`config.mk`:
```
export PLATFORM = sky130hd
export DESIGN_NAME = multi_timer_top
export DESIGN_NICKNAME = d
export VERILOG_FILES = /design/src/rtl/timer_pkg.sv /design/src/rtl/clock_watch.sv /design/src/rtl/cook_timer.sv /design/src/rtl/mode_ctrl.sv /design/src/rtl/multi_timer_top.sv /design/src/rtl/stop_watch.sv /design/src/rtl/tick_gen.sv
export SDC_FILE = /design/constraint.sdc
export NUM_CORES = 1
export LEC_CHECK = 0
export BUFFER_PORTS_ARGS = -buffer_cell sky130_fd_sc_hd__buf_4
export CAP_MARGIN = 5
export CORE_AREA = 2 2 134 267
export DETAILED_ROUTE_END_ITERATION = 7
export DIE_AREA = 0 0 136 269
export GPL_ROUTABILITY_DRIVEN = 0
export GPL_TIMING_DRIVEN = 0
export HOLD_SLACK_MARGIN = 0.02
export PLACE_DENSITY = 0.53
export REMOVE_ABC_BUFFERS = 1
export SYNTH_ARGS = -nofsm -noshare
export SYNTH_HDL_FRONTEND = slang
export SYNTH_HIERARCHICAL = 1
export SYNTH_SLANG_ARGS = --single-unit
```
`constraint.sdc`:
```
create_clock -name clk -period 4.22 [get_ports clk]
set_input_delay 0.844 -clock clk [delete_from_list [all_inputs] [get_ports clk]]
set_output_delay 0.844 -clock clk [all_outputs]
set_load 0.05 [all_outputs]
```
`src/rtl/timer_pkg.sv`:
```
package timer_pkg;

    // one display field, wide enough for 0..99
    localparam int unsigned time_w = 8;

    // last value before wrap, seconds and minutes share it
    localparam logic [time_w-1:0] sec_max = time_w'(59);
    localparam logic [time_w-1:0] csec_max = time_w'(99);

    // active function, stepped by the mode button
    typedef enum logic [1:0] {
        mode_watch = 2'd0,
        mode_timer = 2'd1,
        mode_stop  = 2'd2
    } mode_t;

    // two-field display, hi is the left pair of digits
    typedef struct packed {
        logic [time_w-1:0] hi;
        logic [time_w-1:0] lo;
    } disp_t;

    // general buttons, single-cycle debounced pulses
    typedef struct packed {
        logic b3;
        logic b2;
        logic b1;
        logic b0;
    } btn_t;

    // count up by one, back to zero past max
    function automatic logic [time_w-1:0] wrap_inc(input logic [time_w-1:0] v,
                                                   input logic [time_w-1:0] max);
        return (v >= max) ? '0 : v + time_w'(1);
    endfunction

endpackage

```
`src/rtl/clock_watch.sv`:
```
`timescale 1ns/100ps

module clock_watch #(
    parameter int SEC_DIV = 100_000_000
) (
    input  logic             clk,
    input  logic             reset_p,
    input  logic             enable,
    input  timer_pkg::btn_t  btn,
    output timer_pkg::disp_t disp
);
    // 1 while setting, 0 while running
    logic set_mode;
    logic sec_tick;
    // hi = minutes, lo = seconds
    timer_pkg::disp_t cur;

    // divider frozen when inactive or being set
    tick_gen #(
        .DIV(SEC_DIV)
    ) u_tick_gen (
        .clk(clk),
        .reset_p(reset_p),
        .run(enable && !set_mode),
        .clear(1'b0),
        .tick(sec_tick)
    );

    always_ff @(posedge clk or posedge reset_p) begin
        if (reset_p) begin
            set_mode <= 1'b0;
            cur <= '0;
        end else if (enable) begin
            if (btn.b0) begin
                set_mode <= ~set_mode;
            end
            if (set_mode) begin
                // manual adjust, no carry between fields
                if (btn.b1) begin
                    cur.lo <= timer_pkg::wrap_inc(cur.lo, timer_pkg::sec_max);
                end
                if (btn.b2) begin
                    cur.hi <= timer_pkg::wrap_inc(cur.hi, timer_pkg::sec_max);
                end
            end else if (sec_tick) begin
                cur.lo <= timer_pkg::wrap_inc(cur.lo, timer_pkg::sec_max);
                // seconds roll over into minutes
                if (cur.lo == timer_pkg::sec_max) begin
                    cur.hi <= timer_pkg::wrap_inc(cur.hi, timer_pkg::sec_max);
                end
            end
        end
    end

    assign disp = cur;

endmodule

```
`src/rtl/cook_timer.sv`:
```
`timescale 1ns/100ps

module cook_timer #(
    parameter int SEC_DIV = 100_000_000
) (
    input  logic             clk,
    input  logic             reset_p,
    input  logic             enable,
    input  timer_pkg::btn_t  btn,
    output timer_pkg::disp_t disp,
    output logic             alarm
);
    // b0 start, b1 +sec, b2 +min, b3 alarm off
    logic counting;
    logic sec_tick;
    logic is_zero;
    // hi = minutes, lo = seconds
    timer_pkg::disp_t cur;
    // last stored setting, recalled at 00:00
    timer_pkg::disp_t preset;

    assign is_zero = (cur == '0);

    tick_gen #(
        .DIV(SEC_DIV)
    ) u_tick_gen (
        .clk(clk),
        .reset_p(reset_p),
        .run(enable && counting),
        .clear(1'b0),
        .tick(sec_tick)
    );

    ////////////////////////////////////////////////////////////////////////////
    // run flag, alarm and preset
    always_ff @(posedge clk or posedge reset_p) begin
        if (reset_p) begin
            counting <= 1'b0;
            alarm <= 1'b0;
            preset <= '0;
        end else if (enable) begin
            // nothing to count from 00:00
            if (btn.b0 && !is_zero) begin
                counting <= ~counting;
            end
            // reached zero, stop and ring
            if (is_zero && counting) begin
                counting <= 1'b0;
                alarm <= 1'b1;
            end
            // any setting button silences the alarm
            if (btn.b3 || btn.b1 || btn.b2) begin
                alarm <= 1'b0;
            end
            if (btn.b3 && !counting && !is_zero) begin
                preset <= cur;
            end
        end
    end

    ////////////////////////////////////////////////////////////////////////////
    // time value
    always_ff @(posedge clk or posedge reset_p) begin
        if (reset_p) begin
            cur <= '0;
        end else if (enable) begin
            if (counting) begin
                // hold at 00:00 until the run flag drops
                if (sec_tick && !is_zero) begin
                    if (cur.lo == '0) begin
                        // borrow a minute
                        cur.lo <= timer_pkg::sec_max;
                        cur.hi <= cur.hi - timer_pkg::time_w'(1);
                    end else begin
                        cur.lo <= cur.lo - timer_pkg::time_w'(1);
                    end
                end
            end else begin
                if (btn.b1) begin
                    cur.lo <= timer_pkg::wrap_inc(cur.lo, timer_pkg::sec_max);
                end
                if (btn.b2) begin
                    cur.hi <= timer_pkg::wrap_inc(cur.hi, timer_pkg::sec_max);
                end
                // alarm off at 00:00 recalls the stored setting
                if (btn.b3 && is_zero) begin
                    cur <= preset;
                end
            end
        end
    end

    assign disp = cur;

endmodule

```
`src/rtl/mode_ctrl.sv`:
```
`timescale 1ns/100ps

module mode_ctrl (
    input  logic             clk,
    input  logic             reset_p,
    input  logic             mode_btn,
    input  timer_pkg::btn_t  btn,
    input  timer_pkg::disp_t watch_disp,
    input  timer_pkg::disp_t timer_disp,
    input  timer_pkg::disp_t stop_disp,
    output timer_pkg::mode_t mode,
    output logic             watch_en,
    output logic             timer_en,
    output logic             stop_en,
    output timer_pkg::btn_t  watch_btn,
    output timer_pkg::btn_t  timer_btn,
    output timer_pkg::btn_t  stop_btn,
    output timer_pkg::disp_t disp
);
    // watch -> timer -> stopwatch -> watch
    always_ff @(posedge clk or posedge reset_p) begin
        if (reset_p) begin
            mode <= timer_pkg::mode_watch;
        end else if (mode_btn) begin
            case (mode)
                timer_pkg::mode_watch: mode <= timer_pkg::mode_timer;
                timer_pkg::mode_timer: mode <= timer_pkg::mode_stop;
                default:               mode <= timer_pkg::mode_watch;
            endcase
        end
    end

    // one-hot enables from the mode register
    assign watch_en = (mode == timer_pkg::mode_watch);
    assign timer_en = (mode == timer_pkg::mode_timer);
    assign stop_en = (mode == timer_pkg::mode_stop);

    // idle functions see no presses
    assign watch_btn = watch_en ? btn : '0;
    assign timer_btn = timer_en ? btn : '0;
    assign stop_btn = stop_en ? btn : '0;

    always_comb begin
        case (mode)
            timer_pkg::mode_timer: disp = timer_disp;
            timer_pkg::mode_stop:  disp = stop_disp;
            default:               disp = watch_disp;
        endcase
    end

endmodule

```
`src/rtl/multi_timer_top.sv`:
```
`timescale 1ns/100ps

module multi_timer_top #(
    parameter int SEC_DIV = 100_000_000,
    parameter int CSEC_DIV = 1_000_000
) (
    input  logic             clk,
    input  logic             reset_p,
    input  logic             mode_btn,
    input  timer_pkg::btn_t  btn,
    output timer_pkg::disp_t disp,
    output timer_pkg::mode_t mode,
    output logic             alarm
);
    logic watch_en;
    logic timer_en;
    logic stop_en;
    timer_pkg::btn_t watch_btn;
    timer_pkg::btn_t timer_btn;
    timer_pkg::btn_t stop_btn;
    timer_pkg::disp_t watch_disp;
    timer_pkg::disp_t timer_disp;
    timer_pkg::disp_t stop_disp;

    // mode owns buttons and display
    mode_ctrl u_mode_ctrl (
        .clk(clk),
        .reset_p(reset_p),
        .mode_btn(mode_btn),
        .btn(btn),
        .watch_disp(watch_disp),
        .timer_disp(timer_disp),
        .stop_disp(stop_disp),
        .mode(mode),
        .watch_en(watch_en),
        .timer_en(timer_en),
        .stop_en(stop_en),
        .watch_btn(watch_btn),
        .timer_btn(timer_btn),
        .stop_btn(stop_btn),
        .disp(disp)
    );

    clock_watch #(
        .SEC_DIV(SEC_DIV)
    ) u_clock_watch (
        .clk(clk),
        .reset_p(reset_p),
        .enable(watch_en),
        .btn(watch_btn),
        .disp(watch_disp)
    );

    // alarm stays visible in every mode
    cook_timer #(
        .SEC_DIV(SEC_DIV)
    ) u_cook_timer (
        .clk(clk),
        .reset_p(reset_p),
        .enable(timer_en),
        .btn(timer_btn),
        .disp(timer_disp),
        .alarm(alarm)
    );

    stop_watch #(
        .CSEC_DIV(CSEC_DIV)
    ) u_stop_watch (
        .clk(clk),
        .reset_p(reset_p),
        .enable(stop_en),
        .btn(stop_btn),
        .disp(stop_disp)
    );

endmodule

```
`src/rtl/stop_watch.sv`:
```
`timescale 1ns/100ps

module stop_watch #(
    parameter int CSEC_DIV = 1_000_000
) (
    input  logic             clk,
    input  logic             reset_p,
    input  logic             enable,
    input  timer_pkg::btn_t  btn,
    output timer_pkg::disp_t disp
);
    // b0 start/stop, b1 lap, b2 clear
    logic running;
    logic lap_view;
    logic csec_tick;
    // hi = seconds, lo = centiseconds
    timer_pkg::disp_t live;
    timer_pkg::disp_t lap_val;

    // clear also restarts the centisecond phase
    tick_gen #(
        .DIV(CSEC_DIV)
    ) u_tick_gen (
        .clk(clk),
        .reset_p(reset_p),
        .run(enable && running),
        .clear(enable && btn.b2),
        .tick(csec_tick)
    );

    ////////////////////////////////////////////////////////////////////////////
    // run flag and live count
    always_ff @(posedge clk or posedge reset_p) begin
        if (reset_p) begin
            running <= 1'b0;
            live <= '0;
        end else if (enable) begin
            // start wins over clear in the same cycle
            if (btn.b0) begin
                running <= ~running;
            end else if (btn.b2) begin
                running <= 1'b0;
            end
            if (csec_tick) begin
                live.lo <= timer_pkg::wrap_inc(live.lo, timer_pkg::csec_max);
                if (live.lo == timer_pkg::csec_max) begin
                    live.hi <= timer_pkg::wrap_inc(live.hi, timer_pkg::sec_max);
                end
            end
            if (btn.b2) begin
                live <= '0;
            end
        end
    end

    ////////////////////////////////////////////////////////////////////////////
    // lap capture and registered display
    always_ff @(posedge clk or posedge reset_p) begin
        if (reset_p) begin
            lap_view <= 1'b0;
            lap_val <= '0;
            disp <= '0;
        end else if (enable) begin
            if (btn.b1) begin
                // view toggles only while counting
                if (running) begin
                    lap_view <= ~lap_view;
                end
                lap_val <= live;
            end
            if (btn.b2) begin
                lap_view <= 1'b0;
                lap_val <= '0;
            end
            disp <= lap_view ? lap_val : live;
        end
    end

endmodule

```
`src/rtl/tick_gen.sv`:
```
`timescale 1ns/100ps

module tick_gen #(
    parameter int DIV = 100_000_000
) (
    input  logic clk,
    input  logic reset_p,
    input  logic run,
    input  logic clear,
    output logic tick
);
    // at least one bit even for DIV of 1
    localparam int CNT_W = (DIV > 1) ? $clog2(DIV) : 1;

    logic [CNT_W-1:0] cnt;

    // last count of the period while running
    assign tick = run && (cnt == CNT_W'(DIV - 1));

    always_ff @(posedge clk or posedge reset_p) begin
        if (reset_p) begin
            cnt <= '0;
        end else if (clear) begin
            // restart the sub-tick phase
            cnt <= '0;
        end else if (run) begin
            cnt <= tick ? '0 : cnt + CNT_W'(1);
        end
    end

endmodule

```
Word-level counts from Yosys, hierarchy flattened:

Cells that the tools add are included.

* input bits: 7
* bits in registers: 177

* reductions and logical operators: 46
* equal/unequal tests: 11
* add/subtract/negate cells: 11
* magnitude comparators: 6
* bitwise logic cells: 4
* muxes and demuxes: 43

Operator list (count)
* 16-bit two-way mux: 10
* 8-bit two-way mux: 14
* 20-bit two-way mux: 3
* 27-bit by 1-bit adder with 27-bit output, second input constant: 2
* 27-bit == test, second input constant: 2
* 27-bit two-way mux: 2
* 8-bit by 1-bit adder with 8-bit output, second input constant: 6
* 8-bit by 6-bit >= comparator with 1-bit output, second input constant: 5
* 16-bit case mux with 2 select lines: 1
* 20-bit by 1-bit adder with 20-bit output, second input constant: 1
* 20-bit == test, second input constant: 1
* 2-bit nonzero test: 10
* 16-bit zero test: 1
* 8-bit by 1-bit subtractor with 8-bit output, second input constant: 2
* 2-bit AND reduction: 7
* 1-bit logical AND: 13
* 3-bit AND reduction: 4
* 1-bit two-way mux: 9
* 8-bit by 6-bit == test with 1-bit output, second input constant: 1
* 8-bit by 7-bit == test with 1-bit output, second input constant: 1
* 8-bit by 7-bit >= comparator with 1-bit output, second input constant: 1
* 8-bit zero test: 1
* 4-bit AND reduction: 2
* 3-bit two-way mux: 2
* 11 further kinds: 20

Longest topological paths before layout:

* word-level depth: 6
* mapped depth: 13

Cells and area by module:

Netlist, hierarchy kept.

By module, submodules not included
* tick_gen at u_clock_watch.u_tick_gen ...: area each 1606.5 um2, cells an instance 164, instances 2
* stop_watch: area each 2257.2 um2, cells an instance 216, instances 1
* cook_timer: area each 2247.2 um2, cells an instance 245, instances 1
* tick_gen at u_stop_watch.u_tick_gen: area each 1153.6 um2, cells an instance 123, instances 1
* clock_watch: area each 878.3 um2, cells an instance 85, instances 1
* mode_ctrl: area each 511.7 um2, cells an instance 80, instances 1

Worst setup path after synthesis:

Ideal clock, no wire load.

* kind: reg2reg
* start: reg u_mode_ctrl.mode[0]
* end: reg u_stop_watch/live[13] in the netlist's numbering
* data arrival time: 3320 ps
* period minus slack after synthesis: 3389 ps
* cell stages (with the launch flop): 14
* library setup time: 69 ps
* setup slack: 831 ps
* data required time: 4151 ps
* cells stage by stage: dfrtp_1 -> inv_1 -> ha_1 -> clkbuf_1 -> clkbuf_1 -> and2_1 -> nand2_1 -> nor2_1 -> nand4_2 -> inv_1 -> nand2_1 -> o31a_1 -> or4_1 -> nand3_1

* longest elaborated chain between the ends: 5

Ends and longest elaborated chain
* start: declaration: RTL line mode_ctrl.sv:11 `output timer_pkg::mode_t mode,`
* start signal: assignment: RTL line mode_ctrl.sv:23 `mode <= timer_pkg::mode_watch;`
* start signal: assignment: RTL line mode_ctrl.sv:26 `timer_pkg::mode_watch: mode <= timer_pkg::mode_timer;`
* start signal: assignment: RTL line mode_ctrl.sv:27 `timer_pkg::mode_timer: mode <= timer_pkg::mode_stop;`
* 2-bit == test: RTL line mode_ctrl.sv:36 `assign stop_en = (mode == timer_pkg::mode_stop);`
* named net stop_en: RTL line multi_timer_top.sv:17 `logic stop_en;`
* 1-bit logical AND: RTL line stop_watch.sv:26 `.run(enable && running),`
* 1-bit logical AND: RTL line tick_gen.sv:18 `assign tick = run && (cnt == CNT_W'(DIV - 1));`
* named net u_stop_watch.csec_tick: RTL line stop_watch.sv:15 `logic csec_tick;`
* 2-bit nonzero test (no line)
* 3-bit AND reduction (no line)
* end: declaration: RTL line stop_watch.sv:17 `timer_pkg::disp_t live;`

The timed path passes the listed nets, and every way through them passes these cells.
A chain may end at the register's enable or synchronous reset.

Worst setup path after layout:

* start: reg u_mode_ctrl.mode[1]
* end: reg u_clock_watch.cur, in the netlist u_clock_watch/disp[11]

* longest elaborated chain between the ends: 5

Ends and longest elaborated chain
* 2-bit zero test: RTL line mode_ctrl.sv:34 `assign watch_en = (mode == timer_pkg::mode_watch);`
* named net watch_en: RTL line multi_timer_top.sv:15 `logic watch_en;`
* 1-bit logical AND: RTL line clock_watch.sv:24 `.run(enable && !set_mode),`
* 1-bit logical AND: RTL line tick_gen.sv:18
* named net u_clock_watch.sec_tick: RTL line clock_watch.sv:14 `logic sec_tick;`
* 2-bit nonzero test (no line)
* 4-bit AND reduction (no line)
* end: declaration: RTL line clock_watch.sv:16 `timer_pkg::disp_t cur;`

The timed path passes the listed nets, and every way through them passes these cells.

==> flow_summary.yaml <==
global_routing:
  grt_pass1_vias: 7947
  grt_pass1_wl_um: 40900
  grt-ovfl-total: 0
  grt_max_degree: 50
  antenna_found_initial: 0
  grtUsageTotal: 0.136
critical_path:
  r2r_start: "u_mode_ctrl/mode[1]$_DFFE_PP0P_"
  crit_required_ns: 4.57
  rrSetupSlack_ns: 0.46
  path_max_fanout: 13
  endpoint_kind: "flop"
  worstPathArrival_ns: 4.11
  reg2reg_to: "u_clock_watch/disp[11]$_DFFE_PP0P_"
  reg2reg_depth: 10
  cp-start-kind: "flop"
  worstSetupPathType: "flop to flop"
die:
  ios: 26
  start_util: 0.295
  die_w_um: 136
  core_sq_um: 34700
  die_area_sq_um: 36600
  num_rows: 97
  die_h_um: 269
sta:
  setup_tns_ns: 0
  hold_viol: 0
  tightest_slew_ns: 1.10
  finalCritPeriodShare: 0.891
  max_freq_ghz: 0.266
  rsz0062_at_grt: "no"
  maxSlewHeadroom: 0.264
  finalCriticalPeriod_ns: 3.76
  setup_violations: 0
  drv_slew: 0
  clock_skew_ns: 0.0112
clocking:
  cts_made_buffers: 17
  root_buffer: "clkbuf_16"
  hold_buffers: 0
  cts.htree.levels: 4
  cts_tree: "built"
  clk_path_buf_depth: 2
  cts_num_sinks: 177
  clk_latency_ns: 0.44
  clk_pin_slew_ns: 0.07
drt:
  wl_um: 24100
  ant_nets: 0
  highest_layer: "met4"
  vias: 7946
  wirelength_met1_um: 11300
  drtPass1Iterations: 7
  route.detailed.drc: 0
  wl_per_cell_um: 15.8
  routed-wl-met2_um: 11700
  wl_met3_um: 737
  viasPerCell: 5.20
  drt_iter0_markers: 631
hold_path:
  hold_class: "input pin to asynchronous set/reset pin"
cells_and_area:
  final_core_util: 0.327
  mostFrequentLayoutCell: "dfrtp_1"
  drive_gt1_frac: 0.129
  area_growth_pct: 10.8
  final_cell_mix: "dfrtp_1, nor2_1, nand2_1, nand3_1, a21oi_1"
  n_antenna_cell: 0
  post-route-cell-area_sq_um: 11400
  final_cells: 1527
  final_net_count: 1091
power_and_ir_drop:
  cellPowerDensity_nw_per_um2: 568
  ir_drop_mv: 0.407
  leakagePower_uw: 0.00483
place:
  hpwl_um: 16600
  portBuffers: 25
  dpl.cell_count: 1493
  place_area_sq_um: 10700
synthesis:
  syn_area_per_cell_sq_um: 9.53
  synth_area_sq_um: 10200
  yosysWarningCount: 6
  synthCells: 1075
outcome:
  run_status: "finished, final reports clean"
job:
  drv_cap: 0
==> worst max path at each step <==
stage                                    start                            endpoint  depth (start not counted)  slack [ns]
6_report       u_mode_ctrl/mode[1]$_DFFE_PP0P_  u_clock_watch/disp[11]$_DFFE_PP0P_                         10        0.46
5_1_grt        u_mode_ctrl/mode[1]$_DFFE_PP0P_  u_clock_watch/disp[11]$_DFFE_PP0P_                         10        0.06
3_5_place_dp   u_mode_ctrl/mode[1]$_DFFE_PP0P_    u_cook_timer/disp[3]$_DFFE_PP0P_                         11       -1.22
3_3_place_gp   u_mode_ctrl/mode[1]$_DFFE_PP0P_    u_cook_timer/disp[3]$_DFFE_PP0P_                         11       -1.14
4_1_cts        u_mode_ctrl/mode[1]$_DFFE_PP0P_    u_cook_timer/disp[3]$_DFFE_PP0P_                         11        0.26
2_1_floorplan  u_mode_ctrl/mode[0]$_DFFE_PP0P_   u_stop_watch/live[13]$_DFFE_PP0P_                         11        0.05
==> metal layers <==
layer,GRT usage,vias to the layer above
met3,0.0239,30
met5,0,-
met1,0.181,3935
li1,-,3859
met4,0.0414,0
met2,0.225,122
==> layout make-up <==
cell class                 instances  area [sq um]
sequential                       177          4430
multi-input combinational        807          5350
inverter                          36           135
tap                              445           557
clock inverter                    15           171
fill                            3647         23400
timing repair buffer              30           283
clock buffer                      17           425
==> repair_timing <==
| action | in CTS | in global routing |
|---|---|---|
| endpoints found under the setup margin | 38 | 3 |
| gates resized for setup | 6 | 1 |
| pin swaps | 0 | 1 |
| setup buffers | 0 | 2 |
==> through the flow <==
| step | power (uW) | hold slack, ns | setup slack, ns |
|---|---|---|---|
| final | 6450 | 0.317 | 0.460 |
| after global routing | 6870 | 0.310 | 0.0618 |
| after CTS | 6490 | 0.299 | 0.261 |
| after detailed placement | 4810 | 0.471 | -1.22 |
| after global placement | 4750 | 0.469 | -1.14 |
| after floorplan | 4070 | 0.450 | 0.0499 |
==> power by group <==
part	switching (uW)	internal [uW]
Combinational	1550	831
Sequential	447	1990
Clock	740	890
Total	2730	3720
==> sequential cells by signal, summed over array words and instances, names as in the netlist <==
signal	flops
u_clock_watch/disp	16
u_mode_ctrl/mode	2
u_stop_watch/u_tick_gen/cnt	20
u_cook_timer/disp	16
u_stop_watch/live	16
u_clock_watch/u_tick_gen/cnt	27
u_cook_timer/u_tick_gen/cnt	27
u_clock_watch/set_mode	1
u_stop_watch/lap_view	1
u_stop_watch/lap_val	16
u_stop_watch/disp	16
u_cook_timer/alarm	1
u_stop_watch/running	1
u_cook_timer/preset	16
u_cook_timer/counting	1
==> worst max-delay path, cell delays in order, from the launching register on <==
cell and delay, ns:
dfrtp_1 0.40, inv_1 0.16, ha_1 0.43, nor2b_1 0.77, nand3_1 0.31, nand2b_1 0.25, nor4_2 0.26, and4bb_1 0.26
a31oi_2 0.29, nand2b_1 0.31, o31ai_1 0.20
Power figures use the tool's default switching activity.
